[config.mk]
export PLATFORM = sky130hd
export DESIGN_NAME = serial_cpu_top
export DESIGN_NICKNAME = d
export VERILOG_FILES = /design/src/source/cpu_pkg.sv /design/src/source/cpu_sequencer.sv /design/src/source/reg_file.sv /design/src/source/exec_unit.sv /design/src/source/serial_cpu_top.sv
export SDC_FILE = /design/constraint.sdc
export NUM_CORES = 1
export LEC_CHECK = 0
export BUFFER_PORTS_ARGS = -buffer_cell sky130_fd_sc_hd__buf_4
export CAP_MARGIN = 15
export CORE_AREA = 10 10 242 244
export CTS_BUF_LIST = sky130_fd_sc_hd__clkbuf_4 sky130_fd_sc_hd__clkbuf_8
export CTS_CLUSTER_DIAMETER = 40
export DETAILED_ROUTE_END_ITERATION = 16
export DIE_AREA = 0 0 252 254
export GPL_TIMING_DRIVEN = 0
export PLACE_DENSITY_LB_ADDON = 0.1
export SETUP_SLACK_MARGIN = 0.15
export SKIP_LAST_GASP = 1
export SLEW_MARGIN = 20
export SYNTH_ARGS = -nofsm -noshare
export SYNTH_HDL_FRONTEND = slang
export SYNTH_HIERARCHICAL = 1
export SYNTH_SLANG_ARGS = --single-unit
export TNS_END_PERCENT = 1
[constraint.sdc]
create_clock -name clk -period 4.9 [get_ports clk]
set_input_delay 0.98 -clock clk [delete_from_list [all_inputs] [get_ports clk]]
set_output_delay 0.98 -clock clk [all_outputs]
set_load 0.01 [all_outputs]
[src/source/cpu_pkg.sv]
/* shared widths, instruction fields and encodings of the serial CPU
   opcode values not listed below execute as NOP */
`default_nettype none

package cpu_pkg;

    // ------------------------------
    // widths
    // ------------------------------
    localparam int WORD_W     = 16;
    localparam int BYTE_W     = 8;
    localparam int PC_W       = 9;
    // word address plus the byte select bit
    localparam int MEM_ADDR_W = 10;
    localparam int REG_SEL_W  = 3;
    localparam int NUM_REGS   = 8;

    // ------------------------------
    // instruction fields
    // ------------------------------
    localparam int OPC_MSB  = 15;
    localparam int OPC_LSB  = 11;
    localparam int R1_LSB   = 8;
    // bit 7 is reserved, val2 shares bits 7..4 with r2
    localparam int R2_LSB   = 4;
    localparam int R3_LSB   = 0;
    localparam int IMM8_MSB = 7;

    typedef enum logic [4:0] {
        NOP   = 5'd0,
        HALT  = 5'd1,
        LOAD  = 5'd2,
        STORE = 5'd3,
        LDIH  = 5'd4,
        ADD   = 5'd5,
        ADDI  = 5'd6,
        SUB   = 5'd8,
        SUBI  = 5'd9,
        CMP   = 5'd12,
        AND   = 5'd13,
        OR    = 5'd14,
        XOR   = 5'd15,
        SLL   = 5'd16,
        SRL   = 5'd17,
        SET   = 5'd18,
        JUMP  = 5'd24,
        JMPR  = 5'd25,
        BZ    = 5'd26,
        BNZ   = 5'd27,
        BN    = 5'd28,
        BNN   = 5'd29,
        BC    = 5'd30,
        BNC   = 5'd31
    } opcode_e;

    // one instruction walks IF through WB in eight cycles
    typedef enum logic [3:0] {
        IDLE = 4'd0,
        IF   = 4'd1,
        IF2  = 4'd2,
        ID   = 4'd3,
        EX   = 4'd4,
        EX2  = 4'd5,
        MEM  = 4'd6,
        MEM2 = 4'd7,
        WB   = 4'd8
    } cpu_state_e;

    typedef enum logic [1:0] {
        NONE           = 2'd0,
        HALTED         = 2'd1,
        END_OF_PROGRAM = 2'd2
    } stop_cause_e;

endpackage

`default_nettype wire

[src/source/cpu_sequencer.sv]
/* fetches each instruction as two bytes, high byte first
   a run ends on HALT or after the instruction at the last program word */
`default_nettype none

module cpu_sequencer (
    input  wire                                clk,
    input  wire                                rst_n,
    input  wire                                i_start,
    input  wire  [cpu_pkg::BYTE_W-1:0]         i_instr_byte,
    input  wire                                i_branch_taken,
    input  wire  [cpu_pkg::PC_W-1:0]           i_branch_target,
    output cpu_pkg::cpu_state_e                o_state,
    output logic [cpu_pkg::WORD_W-1:0]         o_instr,
    output logic [cpu_pkg::MEM_ADDR_W-1:0]     o_instr_addr,
    output logic                               o_busy,
    output cpu_pkg::stop_cause_e               o_stop_cause
);

    cpu_pkg::cpu_state_e         state;
    cpu_pkg::cpu_state_e         next_state;
    cpu_pkg::opcode_e            opcode;
    logic [cpu_pkg::PC_W-1:0]    pc;
    logic [cpu_pkg::WORD_W-1:0]  ir;
    logic                        last_word;
    logic                        run_done;

    assign opcode    = cpu_pkg::opcode_e'(ir[cpu_pkg::OPC_MSB:cpu_pkg::OPC_LSB]);
    assign last_word = &pc;
    assign run_done  = (opcode == cpu_pkg::HALT) || last_word;

    // ------------------------------
    // state machine
    // ------------------------------
    always_ff @(posedge clk or negedge rst_n)
    begin
        if (!rst_n)
            state <= cpu_pkg::IDLE;
        else
            state <= next_state;
    end

    always_comb
    begin
        next_state = state;
        case (state)
            cpu_pkg::IDLE:
            begin
                if (i_start)
                    next_state = cpu_pkg::IF;
            end
            cpu_pkg::IF:   next_state = cpu_pkg::IF2;
            cpu_pkg::IF2:  next_state = cpu_pkg::ID;
            cpu_pkg::ID:   next_state = cpu_pkg::EX;
            cpu_pkg::EX:   next_state = cpu_pkg::EX2;
            cpu_pkg::EX2:  next_state = cpu_pkg::MEM;
            cpu_pkg::MEM:  next_state = cpu_pkg::MEM2;
            cpu_pkg::MEM2: next_state = cpu_pkg::WB;
            cpu_pkg::WB:
            begin
                if (run_done)
                    next_state = cpu_pkg::IDLE;
                else
                    next_state = cpu_pkg::IF;
            end
            default:       next_state = cpu_pkg::IDLE;
        endcase
    end

    // ------------------------------
    // program counter and stop cause
    // ------------------------------
    always_ff @(posedge clk or negedge rst_n)
    begin
        if (!rst_n)
        begin
            pc           <= '0;
            o_stop_cause <= cpu_pkg::NONE;
        end
        else if (state == cpu_pkg::IDLE)
        begin
            if (i_start)
            begin
                pc           <= '0;
                o_stop_cause <= cpu_pkg::NONE;
            end
        end
        else if (state == cpu_pkg::WB)
        begin
            // pc sticks at the last word so the stop check sees it
            if (i_branch_taken)
                pc <= i_branch_target;
            else if (!last_word)
                pc <= pc + 1'b1;

            if (opcode == cpu_pkg::HALT)
                o_stop_cause <= cpu_pkg::HALTED;
            else if (last_word)
                o_stop_cause <= cpu_pkg::END_OF_PROGRAM;
        end
    end

    // instruction register, high byte in IF and low byte in IF2
    always_ff @(posedge clk or negedge rst_n)
    begin
        if (!rst_n)
            ir <= {cpu_pkg::NOP, {cpu_pkg::OPC_LSB{1'b0}}};
        else if (state == cpu_pkg::IF)
            ir[cpu_pkg::WORD_W-1:cpu_pkg::BYTE_W] <= i_instr_byte;
        else if (state == cpu_pkg::IF2)
            ir[cpu_pkg::BYTE_W-1:0] <= i_instr_byte;
    end

    // odd byte address only during IF2
    assign o_instr_addr = {pc, state == cpu_pkg::IF2};
    assign o_state      = state;
    assign o_instr      = ir;
    assign o_busy       = (state != cpu_pkg::IDLE);

endmodule

`default_nettype wire

[src/source/reg_file.sv]
/* eight general registers with combinational reads
   each byte lane has its own write enable so LOAD can fill a word in halves */
`default_nettype none

module reg_file (
    input  wire                               clk,
    input  wire                               rst_n,
    input  wire  [cpu_pkg::REG_SEL_W-1:0]     i_rd_sel_a,
    input  wire  [cpu_pkg::REG_SEL_W-1:0]     i_rd_sel_b,
    input  wire  [cpu_pkg::REG_SEL_W-1:0]     i_wr_sel,
    input  wire                               i_we_lo,
    input  wire                               i_we_hi,
    input  wire  [cpu_pkg::WORD_W-1:0]        i_wr_data,
    output logic [cpu_pkg::WORD_W-1:0]        o_rd_data_a,
    output logic [cpu_pkg::WORD_W-1:0]        o_rd_data_b
);

    logic [cpu_pkg::WORD_W-1:0] regs [cpu_pkg::NUM_REGS];

    always_ff @(posedge clk or negedge rst_n)
    begin
        if (!rst_n)
        begin
            for (int i = 0; i < cpu_pkg::NUM_REGS; i++)
                regs[i] <= '0;
        end
        else
        begin
            if (i_we_lo)
                regs[i_wr_sel][cpu_pkg::BYTE_W-1:0] <= i_wr_data[cpu_pkg::BYTE_W-1:0];
            if (i_we_hi)
                regs[i_wr_sel][cpu_pkg::WORD_W-1:cpu_pkg::BYTE_W] <=
                    i_wr_data[cpu_pkg::WORD_W-1:cpu_pkg::BYTE_W];
        end
    end

    // a read in the write cycle sees the old value
    assign o_rd_data_a = regs[i_rd_sel_a];
    assign o_rd_data_b = regs[i_rd_sel_b];

endmodule

`default_nettype wire

[src/source/exec_unit.sv]
/* operands latch in EX, result and flags in EX2; memory bytes move in MEM and MEM2
   data words are little endian, low byte at the even address */
`default_nettype none

module exec_unit (
    input  wire                               clk,
    input  wire                               rst_n,
    input  cpu_pkg::cpu_state_e               i_state,
    input  wire  [cpu_pkg::WORD_W-1:0]        i_instr,
    input  wire  [cpu_pkg::WORD_W-1:0]        i_rd_data_a,
    input  wire  [cpu_pkg::WORD_W-1:0]        i_rd_data_b,
    input  wire  [cpu_pkg::BYTE_W-1:0]        i_data_byte,
    output logic [cpu_pkg::REG_SEL_W-1:0]     o_rd_sel_a,
    output logic [cpu_pkg::REG_SEL_W-1:0]     o_rd_sel_b,
    output logic [cpu_pkg::REG_SEL_W-1:0]     o_wr_sel,
    output logic                              o_we_lo,
    output logic                              o_we_hi,
    output logic [cpu_pkg::WORD_W-1:0]        o_wr_data,
    output logic [cpu_pkg::MEM_ADDR_W-1:0]    o_data_addr,
    output logic [cpu_pkg::BYTE_W-1:0]        o_data_byte,
    output logic                              o_d_we,
    output logic                              o_branch_taken,
    output logic [cpu_pkg::PC_W-1:0]          o_branch_target
);

    cpu_pkg::opcode_e                 opcode;
    logic [cpu_pkg::REG_SEL_W-1:0]    r1;
    logic [cpu_pkg::REG_SEL_W-1:0]    r2;
    logic [cpu_pkg::REG_SEL_W-1:0]    r3;
    logic [cpu_pkg::WORD_W-1:0]       imm8_ext;
    logic [cpu_pkg::WORD_W-1:0]       val3_ext;
    logic [cpu_pkg::WORD_W-1:0]       a_next;
    logic [cpu_pkg::WORD_W-1:0]       b_next;
    logic [cpu_pkg::WORD_W-1:0]       op_a;
    logic [cpu_pkg::WORD_W-1:0]       op_b;
    logic [cpu_pkg::WORD_W-1:0]       store_data;
    logic [cpu_pkg::WORD_W-1:0]       alu_res;
    logic                             alu_carry;
    logic [cpu_pkg::WORD_W-1:0]       result;
    logic                             zf;
    logic                             nf;
    logic                             cf;
    logic                             sets_flags;
    logic                             writes_reg;
    logic                             is_load;
    logic                             in_mem;

    assign opcode   = cpu_pkg::opcode_e'(i_instr[cpu_pkg::OPC_MSB:cpu_pkg::OPC_LSB]);
    assign r1       = i_instr[cpu_pkg::R1_LSB +: cpu_pkg::REG_SEL_W];
    assign r2       = i_instr[cpu_pkg::R2_LSB +: cpu_pkg::REG_SEL_W];
    assign r3       = i_instr[cpu_pkg::R3_LSB +: cpu_pkg::REG_SEL_W];
    assign imm8_ext = {{cpu_pkg::BYTE_W{1'b0}}, i_instr[cpu_pkg::IMM8_MSB:0]};
    assign val3_ext = {{(cpu_pkg::WORD_W - cpu_pkg::R2_LSB){1'b0}},
                       i_instr[cpu_pkg::R2_LSB-1:cpu_pkg::R3_LSB]};

    // ------------------------------
    // operand selection
    // ------------------------------
    always_comb
    begin
        o_rd_sel_a = r2;
        // port b doubles as the store data read
        o_rd_sel_b = (opcode == cpu_pkg::STORE) ? r1 : r3;
        a_next     = i_rd_data_a;
        b_next     = i_rd_data_b;
        case (opcode)
            cpu_pkg::JUMP:
            begin
                a_next = '0;
                b_next = imm8_ext;
            end
            cpu_pkg::LOAD, cpu_pkg::STORE, cpu_pkg::SLL, cpu_pkg::SRL:
                b_next = val3_ext;
            cpu_pkg::LDIH:
            begin
                o_rd_sel_a = r1;
                b_next     = {i_instr[cpu_pkg::IMM8_MSB:0], {cpu_pkg::BYTE_W{1'b0}}};
            end
            cpu_pkg::ADDI, cpu_pkg::SUBI, cpu_pkg::SET, cpu_pkg::JMPR,
            cpu_pkg::BZ, cpu_pkg::BNZ, cpu_pkg::BN, cpu_pkg::BNN,
            cpu_pkg::BC, cpu_pkg::BNC:
            begin
                o_rd_sel_a = r1;
                b_next     = imm8_ext;
            end
            default: ;
        endcase
    end

    always_ff @(posedge clk)
    begin
        if (i_state == cpu_pkg::EX)
        begin
            op_a <= a_next;
            op_b <= b_next;
            if (opcode == cpu_pkg::STORE)
                store_data <= i_rd_data_b;
        end
    end

    // ------------------------------
    // ALU
    // ------------------------------
    always_comb
    begin
        {alu_carry, alu_res} = {1'b0, op_a} + {1'b0, op_b};
        case (opcode)
            cpu_pkg::SUB, cpu_pkg::SUBI, cpu_pkg::CMP:
                {alu_carry, alu_res} = {1'b0, op_a} - {1'b0, op_b};
            cpu_pkg::AND: {alu_carry, alu_res} = {1'b0, op_a & op_b};
            cpu_pkg::OR:  {alu_carry, alu_res} = {1'b0, op_a | op_b};
            cpu_pkg::XOR: {alu_carry, alu_res} = {1'b0, op_a ^ op_b};
            // shifts keep the old carry
            cpu_pkg::SLL:
                {alu_carry, alu_res} = {cf, op_a << op_b[$clog2(cpu_pkg::WORD_W)-1:0]};
            cpu_pkg::SRL:
                {alu_carry, alu_res} = {cf, op_a >> op_b[$clog2(cpu_pkg::WORD_W)-1:0]};
            cpu_pkg::SET, cpu_pkg::JUMP:
                {alu_carry, alu_res} = {cf, op_b};
            default: ;
        endcase
    end

    always_comb
    begin
        case (opcode)
            cpu_pkg::ADD, cpu_pkg::ADDI, cpu_pkg::SUB, cpu_pkg::SUBI, cpu_pkg::CMP,
            cpu_pkg::LDIH, cpu_pkg::AND, cpu_pkg::OR, cpu_pkg::XOR,
            cpu_pkg::SLL, cpu_pkg::SRL:
                sets_flags = 1'b1;
            default:
                sets_flags = 1'b0;
        endcase
        case (opcode)
            cpu_pkg::LDIH, cpu_pkg::ADD, cpu_pkg::ADDI, cpu_pkg::SUB, cpu_pkg::SUBI,
            cpu_pkg::AND, cpu_pkg::OR, cpu_pkg::XOR, cpu_pkg::SLL, cpu_pkg::SRL,
            cpu_pkg::SET:
                writes_reg = 1'b1;
            default:
                writes_reg = 1'b0;
        endcase
    end

    always_ff @(posedge clk or negedge rst_n)
    begin
        if (!rst_n)
        begin
            result <= '0;
            zf     <= 1'b0;
            nf     <= 1'b0;
            cf     <= 1'b0;
        end
        else if (i_state == cpu_pkg::EX2)
        begin
            result <= alu_res;
            if (sets_flags)
            begin
                zf <= (alu_res == '0);
                nf <= alu_res[cpu_pkg::WORD_W-1];
                cf <= alu_carry;
            end
        end
    end

    // ------------------------------
    // memory access and writeback
    // ------------------------------
    assign is_load = (opcode == cpu_pkg::LOAD);
    assign in_mem  = (i_state == cpu_pkg::MEM) || (i_state == cpu_pkg::MEM2);

    // byte bit is set only in MEM2
    assign o_data_addr = {result[cpu_pkg::PC_W-1:0], i_state == cpu_pkg::MEM2};
    assign o_data_byte = (i_state == cpu_pkg::MEM2) ?
                         store_data[cpu_pkg::WORD_W-1:cpu_pkg::BYTE_W] :
                         store_data[cpu_pkg::BYTE_W-1:0];
    assign o_d_we      = in_mem && (opcode == cpu_pkg::STORE);

    assign o_wr_sel  = r1;
    assign o_we_lo   = (is_load && i_state == cpu_pkg::MEM) ||
                       (writes_reg && i_state == cpu_pkg::WB);
    assign o_we_hi   = (is_load && i_state == cpu_pkg::MEM2) ||
                       (writes_reg && i_state == cpu_pkg::WB);
    // the load byte is copied to both lanes, the enables pick one
    assign o_wr_data = is_load ? {i_data_byte, i_data_byte} : result;

    // ------------------------------
    // branch decision
    // ------------------------------
    always_comb
    begin
        case (opcode)
            cpu_pkg::JUMP, cpu_pkg::JMPR: o_branch_taken = 1'b1;
            cpu_pkg::BZ:                  o_branch_taken = zf;
            cpu_pkg::BNZ:                 o_branch_taken = !zf;
            cpu_pkg::BN:                  o_branch_taken = nf;
            cpu_pkg::BNN:                 o_branch_taken = !nf;
            cpu_pkg::BC:                  o_branch_taken = cf;
            cpu_pkg::BNC:                 o_branch_taken = !cf;
            default:                      o_branch_taken = 1'b0;
        endcase
    end

    assign o_branch_target = result[cpu_pkg::PC_W-1:0];

endmodule

`default_nettype wire

[src/source/serial_cpu_top.sv]
/* serial 16-bit CPU core on an 8-bit bus
   instruction and data memories sit outside and answer combinationally */
`default_nettype none

module serial_cpu_top (
    input  wire                               clk,
    input  wire                               rst_n,
    input  wire                               i_start,
    input  wire  [cpu_pkg::BYTE_W-1:0]        i_instr_byte,
    input  wire  [cpu_pkg::BYTE_W-1:0]        i_data_byte,
    output logic [cpu_pkg::MEM_ADDR_W-1:0]    o_instr_addr,
    output logic [cpu_pkg::MEM_ADDR_W-1:0]    o_data_addr,
    output logic [cpu_pkg::BYTE_W-1:0]        o_data_byte,
    output logic                              o_d_we,
    output logic                              o_busy,
    output cpu_pkg::stop_cause_e              o_stop_cause
);

    cpu_pkg::cpu_state_e              state;
    logic [cpu_pkg::WORD_W-1:0]       instr;
    logic                             branch_taken;
    logic [cpu_pkg::PC_W-1:0]         branch_target;
    logic [cpu_pkg::REG_SEL_W-1:0]    rd_sel_a;
    logic [cpu_pkg::REG_SEL_W-1:0]    rd_sel_b;
    logic [cpu_pkg::REG_SEL_W-1:0]    wr_sel;
    logic                             we_lo;
    logic                             we_hi;
    logic [cpu_pkg::WORD_W-1:0]       wr_data;
    logic [cpu_pkg::WORD_W-1:0]       rd_data_a;
    logic [cpu_pkg::WORD_W-1:0]       rd_data_b;

    cpu_sequencer cpu_sequencer_i (
        .clk             (clk),
        .rst_n           (rst_n),
        .i_start         (i_start),
        .i_instr_byte    (i_instr_byte),
        .i_branch_taken  (branch_taken),
        .i_branch_target (branch_target),
        .o_state         (state),
        .o_instr         (instr),
        .o_instr_addr    (o_instr_addr),
        .o_busy          (o_busy),
        .o_stop_cause    (o_stop_cause)
    );

    reg_file reg_file_i (
        .clk         (clk),
        .rst_n       (rst_n),
        .i_rd_sel_a  (rd_sel_a),
        .i_rd_sel_b  (rd_sel_b),
        .i_wr_sel    (wr_sel),
        .i_we_lo     (we_lo),
        .i_we_hi     (we_hi),
        .i_wr_data   (wr_data),
        .o_rd_data_a (rd_data_a),
        .o_rd_data_b (rd_data_b)
    );

    exec_unit exec_unit_i (
        .clk             (clk),
        .rst_n           (rst_n),
        .i_state         (state),
        .i_instr         (instr),
        .i_rd_data_a     (rd_data_a),
        .i_rd_data_b     (rd_data_b),
        .i_data_byte     (i_data_byte),
        .o_rd_sel_a      (rd_sel_a),
        .o_rd_sel_b      (rd_sel_b),
        .o_wr_sel        (wr_sel),
        .o_we_lo         (we_lo),
        .o_we_hi         (we_hi),
        .o_wr_data       (wr_data),
        .o_data_addr     (o_data_addr),
        .o_data_byte     (o_data_byte),
        .o_d_we          (o_d_we),
        .o_branch_taken  (branch_taken),
        .o_branch_target (branch_target)
    );

endmodule

`default_nettype wire

==> summary.txt <==
Timing
  • Final period util: roughly nine tenths
  • Hold Slack: between 150 and 200 ps
  • Highest Clock Rate: between 200 and 250 MHz
  • Slew @ Worst Pin: between 900 and 1000 ps
  • RSZ-0062 raised after global routing: false
  • Clock skew: approximately 62 ps
  • Final hold violations: 0
  • Max-slew violation count: 0
  • Period minus WS final: 4430 ps
  • Worst relative slew slack: 36.6%
  • Finish-stage setup viols: 0

Power and ir drop
  • Pwr dens: between 800 and 900 mW/mm^2
  • Sequential power share: a little under a quarter
  • P_leak: roughly 0.0076 uW
  • Gate power share: between 50 and 60%
  • Switch share: about 46%
  • Tot Pwr: 14900 uW
  • Peak VDD IR: 0.403 mV
  • Internal power: 8070 uW
  • Clock network fraction of design power: ~17%
  • Sw power: between 6000 and 7000 uW

Floorplanning
  • Initial Utilization: between 20% and 30%
  • Die Area: 0.0640 sq mm
  • I/O Pins: 51
  • Core Footprint: 0.0536 sq mm
  • Die W: between 200 and 300 microns
  • Die Y: approximately 250 microns
  • Num rows: 85

Cells and area
  • Area Overhead vs Synth: 16.0%
  • Fin cells: about 2200
  • Fillers: approximately 5400
  • Register area: a little under 0.006 sq mm
  • Final net count: 1574
  • Multi-input gate area: roughly 0.0092 sq mm
  • Layout cells sized above 1: between 30% and 40%
  • Ant diodes: 0
  • Fin area: approximately 0.018 sq mm

Global routing
  • Largest net degree at the start of global routing: between 80 and 90
  • Initial antenna violation count: 2
  • First-pass GRT wire length: about 83000 microns
  • GR Util All Layers: around 17%
  • Number of global-route vias before repair: ~12000
  • GRT overflow: 0

Clock tree
  • # hold bufs at CTS: 0
  • Root Driver: clkbuf_8
  • Worst-Skew Late Latency: 650 ps
  • TritonCTS clock tree: yes
  • Clock sink total: between 200 and 250
  • Post-CTS setup buffer count: 0
  • H-tree depth: 2
  • CTS Buf Count: 48
  • Bufs on Longest Clock Path: 3
  • Clk slew on worst S/H paths: around 60 ps

Place
  • Routability cong.: 0.900
  • Inst Count DP: 2148
  • Post-DP HPWL: roughly 43000 microns
  • Post-Place Cell Area: approximately 0.017 sq mm
  • Port Buffer Count: 50

Synth
  • Yosys top cell area share: around 28%
  • Post-synthesis sequential area ratio: roughly 37%
  • Synth warn: 6
  • EDFF count, synth: 48
  • Top-count cell post-synth: mux2_2
  • Ys async rst share: about 79%
  • Post-synthesis cell type count: roughly 100
  • Dominant cells by area after synthesis: dfrtp_1 28%, mux2_2 14%, mux4_1 9.2%
  • Synth Register Bits: approximately 230
  • Top cells by count, synth: 201 x mux2_2, 178 x dfrtp_1, 124 x nand2_1, 65 x nor2_1, 61 x o21ai_0
  • Net count after synthesis: about 1500
  • Post-Syn Instances: between 1000 and 1500
  • Yosys top cell by area: dfrtp_1
  • Syn avg cell area: 11.4 sq um
  • Synth Cell Area: 0.0159 sq mm
  • Top FF cell, synth: dfrtp_1

Flow run
  • MaxCap Viol Count: 0

Routing
  • Routed WL per cell: 25.2 microns
  • DRC: 0
  • Post-Route WL: between 50000 and 60000 microns
  • Antenna-violating nets left: 0
  • Starting DRT DRC Count: just over 700
  • DR vias: around 12000
  • Vias per cell: about 5.4
  • Total iterations of the first detailed-routing run: 6

Worst setup path
  • RR Endpoint: exec_unit_i/result[14]
  • Crit path capture: exec_unit_i/result[14]
  • CP Launch Point: exec_unit_i/op_b[2]
  • WP data required: around 5400 ps
  • Crit path buf inv count: 4
  • Setup crit end kind: register
  • R2R Setup Slk: between 400 and 500 ps
  • Critical path's top delay family: compound AO/OA/AOI/OAI gates
  • Critical path fanouts, max: 11
  • R2R depth: 15
  • Worst setup SP type: register
  • Worst r2r src: exec_unit_i/op_b[2]
  • Worst Path Arrival: 4970 ps
  • Crit path depth: 15
  • Critical path class: register to register
  • Critical Path Max Stage Delay: about 700 ps
  • Slowest CP cell: a2bb2oi_1
  • Cell Chain, Critical Path: buf_2 -> inv_1 -> clkbuf_2 -> ha_1 -> buf_2 -> nand2b_1 -> a21oi_1 -> o41a_1 -> nand4_1 -> a31oi_1 -> a21oi_1 -> o21ba_2 -> o21ai_0 -> a2bb2oi_1 -> mux2_2

Status
  • Status: finished clean

Min path
  • Hold/Removal Path Class: input port to async pin
[power groups by stage]
stage / Combinational (uW) / Clock, uW / Sequential, uW
2_1_floorplan: 6020 / 0 / 3150
3_5_place_dp: 8830 / 0 / 3500
6_report: 8870 / 2530 / 3480
4_1_cts: 8890 / 2620 / 3470
3_3_place_gp: 8810 / 0 / 3490
5_1_grt: 9560 / 2700 / 3560
[metrics by stage]
step / util (%) / TNS [ps] / setup slack, ps
after floorplan: - / 0 / 1010
after global placement: 32.0 / -5920 / -371
after detailed placement: 32.2 / 0 / 106
after CTS: 34.5 / 0 / 141
after global routing: 34.5 / 0 / 209
final: 34.5 / 0 / 469
[worst min path at each step]
stage,startpoint,end,slack (ps),cells after the start
6_report,rst_n,reg_file_i/regs[113],170,1
3_3_place_gp,reg_file_i/regs[3],reg_file_i/regs[3],490,1
4_1_cts,rst_n,reg_file_i/regs[39],120,1
2_1_floorplan,exec_unit_i/result[10],exec_unit_i/result[10],450,2
5_1_grt,rst_n,reg_file_i/regs[113],140,1
3_5_place_dp,cpu_sequencer_i/o_stop_cause[0],cpu_sequencer_i/o_stop_cause[0],500,1
[kinds of logic (layout without fill, tap and decap cells)]
logic type,count (synthesis),count (layout),share of synthesized area (%)
AO/OA/AOI/OAI,266,266,11.7
adder cells (fa/ha/maj),54,54,4.33
multiplexers,318,318,28.8
flip-flops,226,226,37.0
XOR/XNOR,13,13,0.715
AND/OR/NAND/NOR,351,351,11.9
buffers and inverters,169,313,5.57
[state kept, by name (all words and copies together), names as in the netlist, 4 cells and up]
register                 cells
cpu_sequencer_i/o_instr     16
exec_unit_i/store_data      16
exec_unit_i/result          16
exec_unit_i/op_b            16
cpu_sequencer_i/o_state      4
exec_unit_i/op_a            16
reg_file_i/regs            128
cpu_sequencer_i/pc           9
[worst register-to-register path: stages, from the launching register on]
cell,delay (ps)
edfxtp_1,370
buf_2,230
inv_1,150
clkbuf_2,300
ha_1,360
buf_2,190
nand2b_1,110
a21oi_1,280
o41a_1,250
nand4_1,150
a31oi_1,400
a21oi_1,170
o21ba_2,240
o21ai_0,150
a2bb2oi_1,700
mux2_2,290
[what timing repair did]
| item | in CTS | in global routing |
|---|---|---|
| pin swaps | 0 | 0 |
| endpoints found under the setup margin | 4 | 6 |
| resized for setup | 1 | 1 |
[layout by cell type, fill, tap and decap left out, types with 7 or more instances in the layout]
cell type,netlist,final
mux2_2,201,201
o21ai_0,61,60
a221o_1,9,9
o221ai_1,8,8
bufinv_16,0,8
mux4_2,18,18
ha_1,51,51
mux2i_1,37,37
nand2b_1,15,15
o31ai_1,8,7
dfrtp_1,178,178
nor3_1,30,29
o22ai_1,12,12
buf_4,23,74
a31oi_1,7,7
a211oi_1,17,17
clkbuf_4,0,12
xnor2_1,10,10
mux4_1,56,56
and2_1,21,21
edfxtp_1,48,48
a22o_1,10,10
nor3b_1,8,8
buf_2,29,29
o21ai_1,9,10
buf_1,8,7
clkbuf_1,32,32
a22oi_1,9,9
o211ai_1,12,12
nand3_1,15,15
nand2_1,124,124
clkinv_2,0,7
and3_1,12,12
nor2_1,65,65
buf_6,17,18
a21oi_1,46,46
inv_1,54,54
clkbuf_8,0,57
[cell type report]
type	count	share of cell area [%]
Buffer	111	3.63
Timing Repair Buffer	55	2.51
Tap cell	696	4.71
Inverter	58	1.18
Clock buffer	69	4.73
Sequential cell	226	31.9
Clock inverter	20	1.81
Multi-Input combinational cell	1002	49.5
[layer usage]
layer | up-vias | wire length (microns) | track usage (%)
met3 | 84 | 2320 | 2.35
met2 | 317 | 26900 | 28.9
met1 | 6169 | 25800 | 23.3
met4 | 0 | 1360 | 5.14
met5 | - | 0 | 0
li1 | 5528 | - | -
No activity file was read; power rests on OpenSTA's default activity.
